**src/iwmPkg.sv**
```systemverilog
// shared IWM types and constants; struct field order is the bit order seen by every block
package iwmPkg;

	// one CPU access, valid only in the cycle strobe is high
	typedef struct packed {
		logic strobe;       // access happens this cycle
		logic write;        // 1 = write, 0 = read
		logic [3:0] addr;   // [3:1] switch number, [0] new switch value
		logic [7:0] data;   // low data byte, only [4:0] reach the mode register
	} cpuAccess_t;

	// lines fanned out to both drives
	typedef struct packed {
		logic ca0;
		logic ca1;
		logic ca2;
		logic lstrb;  // phase 3, rising edge is the command strobe
		logic sel;    // head select from the VIA
		logic enable; // per drive, differs between the two instances
	} driveCtrl_t;

	// what one drive hands back
	typedef struct packed {
		logic byteReady;     // single-cycle strobe
		logic [7:0] readByte;
		logic sense;         // answer to the current sense index
	} driveStatus_t;

	// mode register, stored and read back only
	typedef struct packed {
		logic speed;
		logic bitCell;
		logic motorDelay;
		logic asyncHandshake;
		logic latchMode;
	} iwmMode_t;

	localparam int LatchClearCycles = 14;     // qualifying read to latch reading zero
	localparam logic [7:0] DataOutHigh = 8'hBE; // fixed upper byte of every read

	// sense and command index is {ca2, ca1, ca0, sel}
	localparam logic [3:0] EjectCode = 4'hE;
	localparam logic [3:0] SenseNoDisk = 4'd2;  // low while a disk is inserted
	localparam logic [3:0] SenseEnabled = 4'd4; // low while the drive is enabled

endpackage

```
**src/floppyDrive.sv**
```systemverilog
// drive model with no media behind it; bytes are synthetic and BytePeriod must be at least 2
`timescale 1ns/1ps

module floppyDrive #(
	parameter int BytePeriod = 128,
	parameter int TrackSeed = 0
) (
	input logic clk8,
	input logic _reset,
	input iwmPkg::driveCtrl_t ctrl,
	input logic insertDisk,  // one-cycle strobe
	output iwmPkg::driveStatus_t status,
	output logic inserted
);
	import iwmPkg::*;

	localparam int TimerW = $clog2(BytePeriod);
	localparam logic [TimerW-1:0] LastTick = TimerW'(BytePeriod - 1);
	localparam logic [6:0] SeedLow = 7'(TrackSeed); // only the low seven bits matter

	logic [3:0] senseIndex;
	logic senseBit;
	logic lstrbPrev;
	logic ejectStrobe;
	logic streaming;
	logic byteDue;
	logic [TimerW-1:0] byteTimer;
	logic [6:0] byteCount;  // bytes sent since the last insertion, wraps
	logic byteReady;
	logic [7:0] byteReg;

	assign senseIndex = {ctrl.ca2, ctrl.ca1, ctrl.ca0, ctrl.sel};
	assign ejectStrobe = ctrl.lstrb & ~lstrbPrev & (senseIndex == EjectCode); // lstrb rise
	assign streaming = ctrl.enable & inserted;
	assign byteDue = streaming && (byteTimer == LastTick);

	// sense answers, unlisted indices float high
	always_comb begin
		case (senseIndex)
			SenseNoDisk: senseBit = ~inserted;
			SenseEnabled: senseBit = ~ctrl.enable;
			default: senseBit = 1'b1;
		endcase
	end

	// disk presence
	always_ff @(posedge clk8 or negedge _reset) begin
		if (!_reset) begin
			inserted <= 1'b0;
			lstrbPrev <= 1'b0;
		end else begin
			lstrbPrev <= ctrl.lstrb;
			if (insertDisk)
				inserted <= 1'b1;     // insertion wins over a same-cycle eject
			else if (ejectStrobe)
				inserted <= 1'b0;
		end
	end

	// byte pacing
	always_ff @(posedge clk8 or negedge _reset) begin
		if (!_reset) begin
			byteTimer <= '0;
			byteCount <= '0;
			byteReady <= 1'b0;
		end else begin
			byteReady <= 1'b0; // strobe by default
			if (insertDisk) begin
				byteTimer <= '0;
				byteCount <= '0; // fresh disk restarts the sequence
			end else if (!streaming) begin
				byteTimer <= '0;  // idle drive holds its position in the sequence
			end else if (byteDue) begin
				byteTimer <= '0;
				byteReady <= 1'b1;
				byteCount <= byteCount + 1'b1;
			end else begin
				byteTimer <= byteTimer + 1'b1;
			end
		end
	end

	// payload, MSB always set like real GCR data
	always_ff @(posedge clk8) begin
		if (byteDue && !insertDisk)
			byteReg <= {1'b1, SeedLow + byteCount};
	end

	assign status = '{byteReady: byteReady, readByte: byteReg, sense: senseBit};

endmodule

```
**src/iwm.sv**
```systemverilog
// IWM controller with internal and external drive; dataOut is combinational during the access
`timescale 1ns/1ps

module iwm #(
	parameter int BytePeriod = 128,  // clk8 cycles per streamed byte
	parameter int IntSeed = 0,       // first byte low bits, internal drive
	parameter int ExtSeed = 64       // same for the external drive
) (
	input logic clk8,
	input logic _reset,
	input iwmPkg::cpuAccess_t cpu,
	input logic sel,                 // head select from the VIA
	input logic [1:0] insertDisk,    // [0] internal, [1] external
	output logic [15:0] dataOut,
	output logic [1:0] diskInDrive
);
	import iwmPkg::*;

	driveCtrl_t ctrlInt, ctrlExt;
	driveStatus_t statusInt, statusExt;
	logic selectExt;
	logic readStrobe;
	logic [7:0] latchByte;
	logic sense;

	iwmRegs regs (
		.clk8(clk8),
		._reset(_reset),
		.cpu(cpu),
		.sel(sel),
		.latchByte(latchByte),
		.sense(sense),
		.ctrlInt(ctrlInt),
		.ctrlExt(ctrlExt),
		.selectExt(selectExt),
		.readStrobe(readStrobe),
		.dataOut(dataOut)
	);

	floppyDrive #(.BytePeriod(BytePeriod), .TrackSeed(IntSeed)) driveInt (
		.clk8(clk8),
		._reset(_reset),
		.ctrl(ctrlInt),
		.insertDisk(insertDisk[0]),
		.status(statusInt),
		.inserted(diskInDrive[0])
	);

	floppyDrive #(.BytePeriod(BytePeriod), .TrackSeed(ExtSeed)) driveExt (
		.clk8(clk8),
		._reset(_reset),
		.ctrl(ctrlExt),
		.insertDisk(insertDisk[1]),
		.status(statusExt),
		.inserted(diskInDrive[1])
	);

	readLatch latch (
		.clk8(clk8),
		._reset(_reset),
		.statusInt(statusInt),
		.statusExt(statusExt),
		.selectExt(selectExt),
		.readStrobe(readStrobe),
		.latchByte(latchByte),
		.sense(sense)
	);

endmodule

```
**src/iwmRegs.sv**
```systemverilog
// IWM soft switches and read-back; data writes with a drive enabled are dropped
`timescale 1ns/1ps

module iwmRegs (
	input logic clk8,
	input logic _reset,
	input iwmPkg::cpuAccess_t cpu,
	input logic sel,
	input logic [7:0] latchByte,
	input logic sense,
	output iwmPkg::driveCtrl_t ctrlInt,
	output iwmPkg::driveCtrl_t ctrlExt,
	output logic selectExt,
	output logic readStrobe,
	output logic [15:0] dataOut
);
	import iwmPkg::*;

	localparam logic [7:0] HandshakeIdle = 8'hC0; // buffer empty, no underrun

	logic ca0, ca1, ca2, lstrb, enInt, enExt, q6, q7;
	logic ca0Next, ca1Next, ca2Next, lstrbNext, enIntNext, enExtNext, q6Next, q7Next;
	logic selectExtNext;
	logic anyEnabled;
	logic modeWrite;
	iwmMode_t mode;
	logic [7:0] dataLo;

	// every access flips one switch, reads included
	always_comb begin
		ca0Next = ca0;
		ca1Next = ca1;
		ca2Next = ca2;
		lstrbNext = lstrb;
		enIntNext = enInt;
		enExtNext = enExt;
		selectExtNext = selectExt;
		q6Next = q6;
		q7Next = q7;
		if (cpu.strobe) begin
			case (cpu.addr[3:1])
				3'd0: ca0Next = cpu.addr[0];
				3'd1: ca1Next = cpu.addr[0];
				3'd2: ca2Next = cpu.addr[0];
				3'd3: lstrbNext = cpu.addr[0];
				3'd4: begin
					// motor switch goes to whichever drive is selected now
					if (selectExt)
						enExtNext = cpu.addr[0];
					else
						enIntNext = cpu.addr[0];
				end
				3'd5: selectExtNext = cpu.addr[0];
				3'd6: q6Next = cpu.addr[0];
				default: q7Next = cpu.addr[0];
			endcase
		end
	end

	always_ff @(posedge clk8 or negedge _reset) begin
		if (!_reset) begin
			{ca0, ca1, ca2, lstrb} <= '0;
			{enInt, enExt, selectExt, q6, q7} <= '0;
			mode <= '0;
		end else begin
			{ca0, ca1, ca2, lstrb} <= {ca0Next, ca1Next, ca2Next, lstrbNext};
			{enInt, enExt, selectExt} <= {enIntNext, enExtNext, selectExtNext};
			{q6, q7} <= {q6Next, q7Next};
			if (modeWrite)
				mode <= iwmMode_t'(cpu.data[4:0]);
		end
	end

	// mode only takes writes while both motors are off
	assign modeWrite = cpu.strobe & cpu.write & q7Next & q6Next & ~(enInt | enExt);
	assign readStrobe = cpu.strobe & ~cpu.write & ~q7Next & ~q6Next; // data register read
	assign anyEnabled = enIntNext | enExtNext;

	// read-back follows the switches as updated by this access
	always_comb begin
		case ({q7Next, q6Next})
			2'b00: dataLo = latchByte;
			2'b01: dataLo = {sense, 1'b0, anyEnabled, mode};
			2'b10: dataLo = HandshakeIdle;
			default: dataLo = 8'h00; // mode register is write only
		endcase
	end
	assign dataOut = {DataOutHigh, dataLo};

	assign ctrlInt = '{ca0: ca0, ca1: ca1, ca2: ca2, lstrb: lstrb, sel: sel, enable: enInt};
	assign ctrlExt = '{ca0: ca0, ca1: ca1, ca2: ca2, lstrb: lstrb, sel: sel, enable: enExt};

endmodule

```
**src/readLatch.sv**
```systemverilog
// read-data latch fed by whole bytes; no bit-cell sync, a new byte always replaces the old one
`timescale 1ns/1ps

module readLatch (
	input logic clk8,
	input logic _reset,
	input iwmPkg::driveStatus_t statusInt,
	input iwmPkg::driveStatus_t statusExt,
	input logic selectExt,
	input logic readStrobe,   // data register read, one cycle
	output logic [7:0] latchByte,
	output logic sense
);
	import iwmPkg::*;

	localparam int TimerW = $clog2(LatchClearCycles);
	// loaded on the read edge, latch clears on the edge where it reaches 1
	localparam logic [TimerW-1:0] TimerLoad = TimerW'(LatchClearCycles - 1);

	driveStatus_t selected;
	logic [TimerW-1:0] clearTimer;  // 0 = idle
	logic validRead;

	assign selected = selectExt ? statusExt : statusInt;
	assign sense = selected.sense;
	assign validRead = readStrobe & latchByte[7]; // MSB marks a valid byte

	always_ff @(posedge clk8 or negedge _reset) begin
		if (!_reset) begin
			latchByte <= '0;
			clearTimer <= '0;
		end else if (selected.byteReady) begin
			latchByte <= selected.readByte; // new byte beats the clear
			clearTimer <= '0;               // and cancels a pending one
		end else if (clearTimer == TimerW'(1)) begin
			latchByte <= '0;
			clearTimer <= '0;
		end else if (clearTimer != '0) begin
			clearTimer <= clearTimer - 1'b1;
		end else if (validRead) begin
			clearTimer <= TimerLoad; // later reads do not restart a running timer
		end
	end

endmodule

```
**config.mk**
```make
export PLATFORM = sky130hd
export DESIGN_NAME = iwm
export DESIGN_NICKNAME = d
export VERILOG_FILES = /design/src/iwmPkg.sv /design/src/floppyDrive.sv /design/src/iwm.sv /design/src/iwmRegs.sv /design/src/readLatch.sv
export SDC_FILE = /design/constraint.sdc
export NUM_CORES = 1
export LEC_CHECK = 0
export CORE_ASPECT_RATIO = 0.9
export CORE_UTILIZATION = 40
export DETAILED_ROUTE_END_ITERATION = 16
export DONT_BUFFER_PORTS = 1
export HOLD_SLACK_MARGIN = 0.03
export PLACE_DENSITY = 0.52
export SYNTH_ARGS = -nofsm -noshare
export SYNTH_HDL_FRONTEND = slang
export SYNTH_HIERARCHICAL = 1
export SYNTH_SLANG_ARGS = --single-unit
```
**constraint.sdc**
```tcl
create_clock -name clk8 -period 2.7 [get_ports clk8]
set_input_delay 0.405 -clock clk8 [delete_from_list [all_inputs] [get_ports clk8]]
set_output_delay 0.405 -clock clk8 [all_outputs]
set_load 0.01 [all_outputs]
```
==> flow_summary.yaml, run 1 <==
worst_setup_path:
  cp_cell_sequence: "or4b_4 > mux2_4 > o31a_1"
  crit_path_max_incr_delay_ns: 0.50
  critical_path.max_fanout: 7
  cpLargestDelayFamily: "simple AND/OR/NAND/NOR gates"
  arrival_ns: 1.97
  worst_path_max_delay_cell: "or4b_4"
  path_class: "reg -> out"
  worst_ep_required_time_ns: 2.30
  critPathCaptureType: "output port"
  worst_setup_path_start_kind: "flip-flop"
  cp_num_buf_inv: 0
cells_and_area:
  syn_to_final_growth_pct: 5.26
  n_antenna_cell: 0
  final_area_um2: 3980
  finish.net_count: 353
  post_route_cells_drive_above_1_share: 0.173
clock_tree:
  cts_post_setup_buffers_inserted: 0
  cts.clk_slew.worst_paths_ns: 0.08
  tritoncts: "yes"
  post_cts_hold_buffer_count: 2
  cts-buffers-inserted: 9
  cts_resized: 0
  tritoncts_num_sinks: 74
  clock_latency_ns: 0.34
  max-clock-path-buffers: 2
  cts_root_buf: "clkbuf_8"
  htreeDepth: 3
sta:
  worst_clock_skew_ns: 0.00933
  max_freq_ghz: 0.421
  final_period_minus_worst_setup_slack_ns: 2.38
  max_slew.worst_pin.slew_ns: 0.499
  setup_viol_count_final: 0
  final-hold-violation-count: 0
  min_period_over_period: 0.880
  total_count_of_max_transition_violations_in_the_final_report: 0
  tns_ns: 0
  slew_headroom: 0.664
  unrepaired_setup_endpoints_after_global_routing: "no"
drt:
  drt_iter0_drc: 120
  detailroute.via_count: 2395
  detail_route.wl_per_cell_um: 15.4
  drt-total-wl_mm: 7.05
  ant_nets: 0
  drt_drc_violations_left: 0
  detail_route.first_pass.iterations: 4
  post_drt_via_cell_ratio: 5.24
power_and_ir_drop:
  powerDensity_nw_per_um2: 653
  vdd_drop_max_mv: 0.231
  p_total_uw: 2600
  power_report.internal_total_uw: 1910
  sw_share: 0.266
  static-leakage-power_uw: 0.00159
  comb_power_share: 0.131
  clock_power_share: 0.361
  fraction_of_power_consumed_by_sequential_logic: 0.508
  net-switching-power_uw: 693
yosys:
  synth_adder_area_share: 0.0132
  yosys-mux-area-fraction: 0.0754
  synth.yosys.seq_area_share: 0.508
  synth_warn: 6
  synth_top_cell_by_area: "dfrtp_1"
  synth-xor-area-share: 0.0139
  synth_top_area_share: 0.397
  number_of_synthesized_register_bits: 74
  dominantRegCellSynth: "dfrtp_1"
  synth_compound_area_frac: 0.108
  synth_simple_gate_area_share: 0.194
  synth-async-reset-ratio: 0.811
  avgSynthCellArea_um2: 11.0
  netlist-cell-type-count: 61
  mappedNetlistArea_um2: 3780
  synth.cells.most_frequent: "60 x dfrtp_1, 27 x buf_4, 23 x nand2_1, 23 x nor2_1, 19 x a21oi_1"
  synth.most_common_cell: "dfrtp_1"
  gate_count_of_the_mapped_netlist: 345
  synth_top_family_by_area: "simple AND/OR/NAND/NOR gates"
  synth_edf_count: 14
  dominant_cells_by_area_after_synthesis: "dfrtp_1 40%, edfxtp_1 11%, buf_4 5.4%, mux2_2 3.9%, mux2_4 2.8%"
flow_run:
  maxCapViolCount: 0
floorplan:
  dieArea_um2: 9850
  initial_core_util: 0.413
  top_level_ports: 37
  num_rows: 33
  core_area_um2: 9170
  die-width_um: 105
  fp.dieH_um: 94.3
placement:
  place.port_buffers: 0
  dpl.hpwl_mm: 4.72
  globalplace.congestion: 0.756
  postPlaceCellArea_um2: 3720
global_route:
  grt_remaining_overflow: 0
  vias_in_the_first_global_route: 2253
  grt_start_max_net_pins: 61
  grt_first_pass_wirelength_mm: 11.6
  track_usage: 0.153
  antenna_violations_before_repair: 0
run_status:
  status: "finished clean"
worst_hold_path:
  hold_path.class: "in -> reg"
==> power groups by stage <==
stage	clock, uW	combinational [uW]	sequential (uW)
2_1_floorplan	0	354	1300
3_3_place_gp	0	316	1340
3_5_place_dp	0	320	1340
4_1_cts	970	349	1320
5_1_grt	1020	383	1340
6_report	940	342	1320
==> registers in the layout (all words and copies together), names as in the netlist, 4 cells and up <==
name                cells
latch/latchByte         8
driveExt/byteCount      7
driveExt/byteReg        7
driveExt/byteTimer      7
driveInt/byteCount      7
driveInt/byteReg        7
driveInt/byteTimer      7
regs/mode               5
latch/clearTimer        4
==> layout by cell type, fill, tap and decap left out, drive strengths merged, types with 10 or more instances in the layout <==
cell type	count
dfrtp	60
inv	14
edfxtp	14
nand3	14
o21ai	12
clkbuf	14
nor3	12
nor2	23
conb	10
mux2	21
nand2	24
a21oi	22
==> worst paths after layout <==
check                          startpoint                    end  slack (ns)  cells past startpoint
setup reg to reg                  regs/q7    latch/clearTimer[3]        0.73                      5
hold reg to reg                regs/lstrb     driveExt/lstrbPrev        0.46                      0
max in group asynchronous          _reset  driveInt/byteCount[6]        1.83                      2
hold / removal              insertDisk[1]  driveExt/byteCount[1]        0.11                      1
setup / recovery           regs/selectExt             dataOut[5]        0.32                      3
min in group asynchronous          _reset           regs/mode[3]        0.59                      2
==> area by class of cell <==
cell class	count	area, um^2
clock buffer	14	216
sequential	74	1920
fill	885	5180
clock inverter	2	11.3
inverter	13	51.3
tap	122	153
multi-input combinational	227	1570
timing repair buffer	5	60.1
==> cell families after synthesis <==
| kind of cell | Yosys count |
|---|---|
| buf+inv | 50 |
| compound gates | 63 |
| fa+ha+maj | 4 |
| mux | 22 |
| other cells | 4 |
| simple gates | 122 |
| flops | 74 |
| xor+xnor | 6 |
==> metal layers <==
layer / track usage / vias to the layer above / wire (um)
li1: - / 1181 / -
met1: 0.210 / 1168 / 3510
met2: 0.230 / 37 / 3180
met3: 0.0361 / 9 / 255
met4: 0.0690 / 0 / 108
met5: 0 / - / 0
==> per-stage QoR <==
step	cells	hold slack [ns]	utilization	setup WS (ns)
6_report	457	0.114	0.434	0.324
5_1_grt	457	0.0994	0.434	0.259
3_3_place_gp	439	0.111	0.406	0.552
2_1_floorplan	351	0.109	-	0.588
4_1_cts	457	0.0988	0.434	0.303
3_5_place_dp	439	0.111	0.406	0.555
Note: power is estimated with default switching activity, not from simulation.
==> inputs of run 2 (changes only) <==
clock period = 2.95 ns   (was 2.7 ns; I/O delays follow)
==> run 2 against run 1 <==
Compared with the run above:
- global-route usage rose by 0.32 points
- register-to-register slack improved by 0.25 ns
- clock power down 22%
- worst setup slack improved by 0.23 ns
==> flow_summary.yaml, run 2 (synthesized netlist as in run 1, its figures left out) <==
sta:
  fin_hold_ws_ns: 0.150
  min_period_over_period: 0.814
  final-hold-violation-count: 0
  unrepaired_setup_endpoints_after_global_routing: "no"
  slew_headroom: 0.660
  total_count_of_max_transition_violations_in_the_final_report: 0
  max_slew.worst_pin.slew_ns: 0.506
  final_period_minus_worst_setup_slack_ns: 2.40
  tns_ns: 0
  worst_clock_skew_ns: 0.0121
  setup_viol_count_final: 0
  max_freq_ghz: 0.417
drt:
  post_drt_via_cell_ratio: 5.29
  drt_drc_violations_left: 0
  detail_route.first_pass.iterations: 6
  drt-total-wl_mm: 7.07
  detailroute.via_count: 2410
  detail_route.wl_per_cell_um: 15.5
  ant_nets: 0
  drt_iter0_drc: 120
clock_tree:
  cts.clk_slew.worst_paths_ns: 0.08
  htreeDepth: 3
  clock_latency_ns: 0.34
  max-clock-path-buffers: 2
  tritoncts_num_sinks: 74
  tritoncts: "yes"
  cts-buffers-inserted: 9
  cts_resized: 0
  post_cts_hold_buffer_count: 2
  cts_post_setup_buffers_inserted: 0
  cts_root_buf: "clkbuf_8"
floorplan:
  die-width_um: 105
  top_level_ports: 37
  core_area_um2: 9170
  fp.dieH_um: 94.3
  num_rows: 33
  initial_core_util: 0.413
  dieArea_um2: 9850
power_and_ir_drop:
  net-switching-power_uw: 601
  sw_share: 0.267
  clock_power_share: 0.327
  static-leakage-power_uw: 0.00155
  power_report.internal_total_uw: 1650
  vdd_drop_max_mv: 0.233
  comb_power_share: 0.136
  powerDensity_nw_per_um2: 573
  fraction_of_power_consumed_by_sequential_logic: 0.537
  p_total_uw: 2250
cells_and_area:
  filler_cell_count: 889
  largest-register: "latch/latchByte"
  final_common_cell: "dfrtp_1"
  finish.net_count: 352
  syn_to_final_growth_pct: 3.74
  post_route_cells_drive_above_1_share: 0.159
  largest_reg_flops: 8
  layout.cells.most_common_list: "60 x dfrtp_1, 23 x nand2_1, 23 x nor2_1"
  n_antenna_cell: 0
global_route:
  track_usage: 0.156
  grt_remaining_overflow: 0
  vias_in_the_first_global_route: 2266
  antenna_violations_before_repair: 0
  grt_first_pass_wirelength_mm: 11.7
  grt_start_max_net_pins: 61
worst_setup_path:
  worst_ep_required_time_ns: 2.51
  crit_path_max_incr_delay_ns: 0.50
  critPathCaptureType: "output port"
  worst_path_max_delay_cell: "or4b_4"
  worst_setup_path_start_kind: "flip-flop"
  arrival_ns: 1.96
  cp_cell_sequence: "or4b_4 > mux2_4 > o31a_1"
  critical_path.max_fanout: 7
  path_class: "reg -> out"
worst_hold_path:
  hold_path.class: "in -> reg"
placement:
  place.port_buffers: 0
  dpl.hpwl_mm: 4.76
  globalplace.congestion: 0.782
run_status:
  status: "finished clean"
flow_run:
  maxCapViolCount: 0
[run 2: critical path: cells and delay by family, from the launching register on]
kind	cells	cell delay, ns
AOI/OAI and AO/OA	1	0.33
DFF	1	0.47
muxes	1	0.32
and+or+nand+nor	1	0.50
[run 2: path summary, 6_finish.rpt]
path / from / endpoint / slack (ns) / cells past startpoint
min: insertDisk[1] / driveExt/byteCount[1] / 0.15 / 1
max: regs/selectExt / dataOut[5] / 0.55 / 3
min reg2reg: driveInt/byteCount[6] / driveInt/byteReg[6] / 0.47 / 0
max reg2reg: regs/q7 / latch/clearTimer[3] / 0.98 / 5
max in group asynchronous: _reset / latch/latchByte[6] / 2.03 / 2
min in group asynchronous: _reset / latch/latchByte[7] / 0.66 / 2
[run 2: through the flow]
step | instances | utilization | instance area, um^2 | setup WS (ns)
6_report | 456 | 0.428 | 3930 | 0.549
3_3_place_gp | 438 | 0.405 | 3710 | 0.760
5_1_grt | 456 | 0.428 | 3930 | 0.450
4_1_cts | 456 | 0.428 | 3930 | 0.516
3_5_place_dp | 438 | 0.405 | 3710 | 0.748
2_1_floorplan | 351 | - | 3810 | 0.763
[run 2: cell type report]
| class | instances | area, um^2 | share of cell area |
|---|---|---|---|
| Clock buffer | 12 | 135 | 0.0344 |
| Clock inverter | 4 | 42.5 | 0.0108 |
| Inverter | 13 | 51.3 | 0.0131 |
| Multi-Input combinational cell | 227 | 1570 | 0.400 |
| Sequential cell | 74 | 1920 | 0.490 |
| Tap cell | 122 | 153 | 0.0389 |
| Timing Repair Buffer | 4 | 52.6 | 0.0134 |
[run 2: power groups by stage]
stage	combinational (uW)	sequential, uW	clock, uW
after global routing	344	1220	811
after global placement	283	1230	0
after detailed placement	286	1230	0
final	306	1210	735
after floorplan	324	1190	0
after CTS	312	1210	761
[run 2: metal layers]
metal	vias up	wire, um	track usage	share of wire
met5	-	0	0	0
met3	4	315	0.0583	0.045
met4	0	74	0.0500	0.010
li1	1188	-	-	-
met1	1171	3360	0.206	0.48
met2	47	3320	0.238	0.47
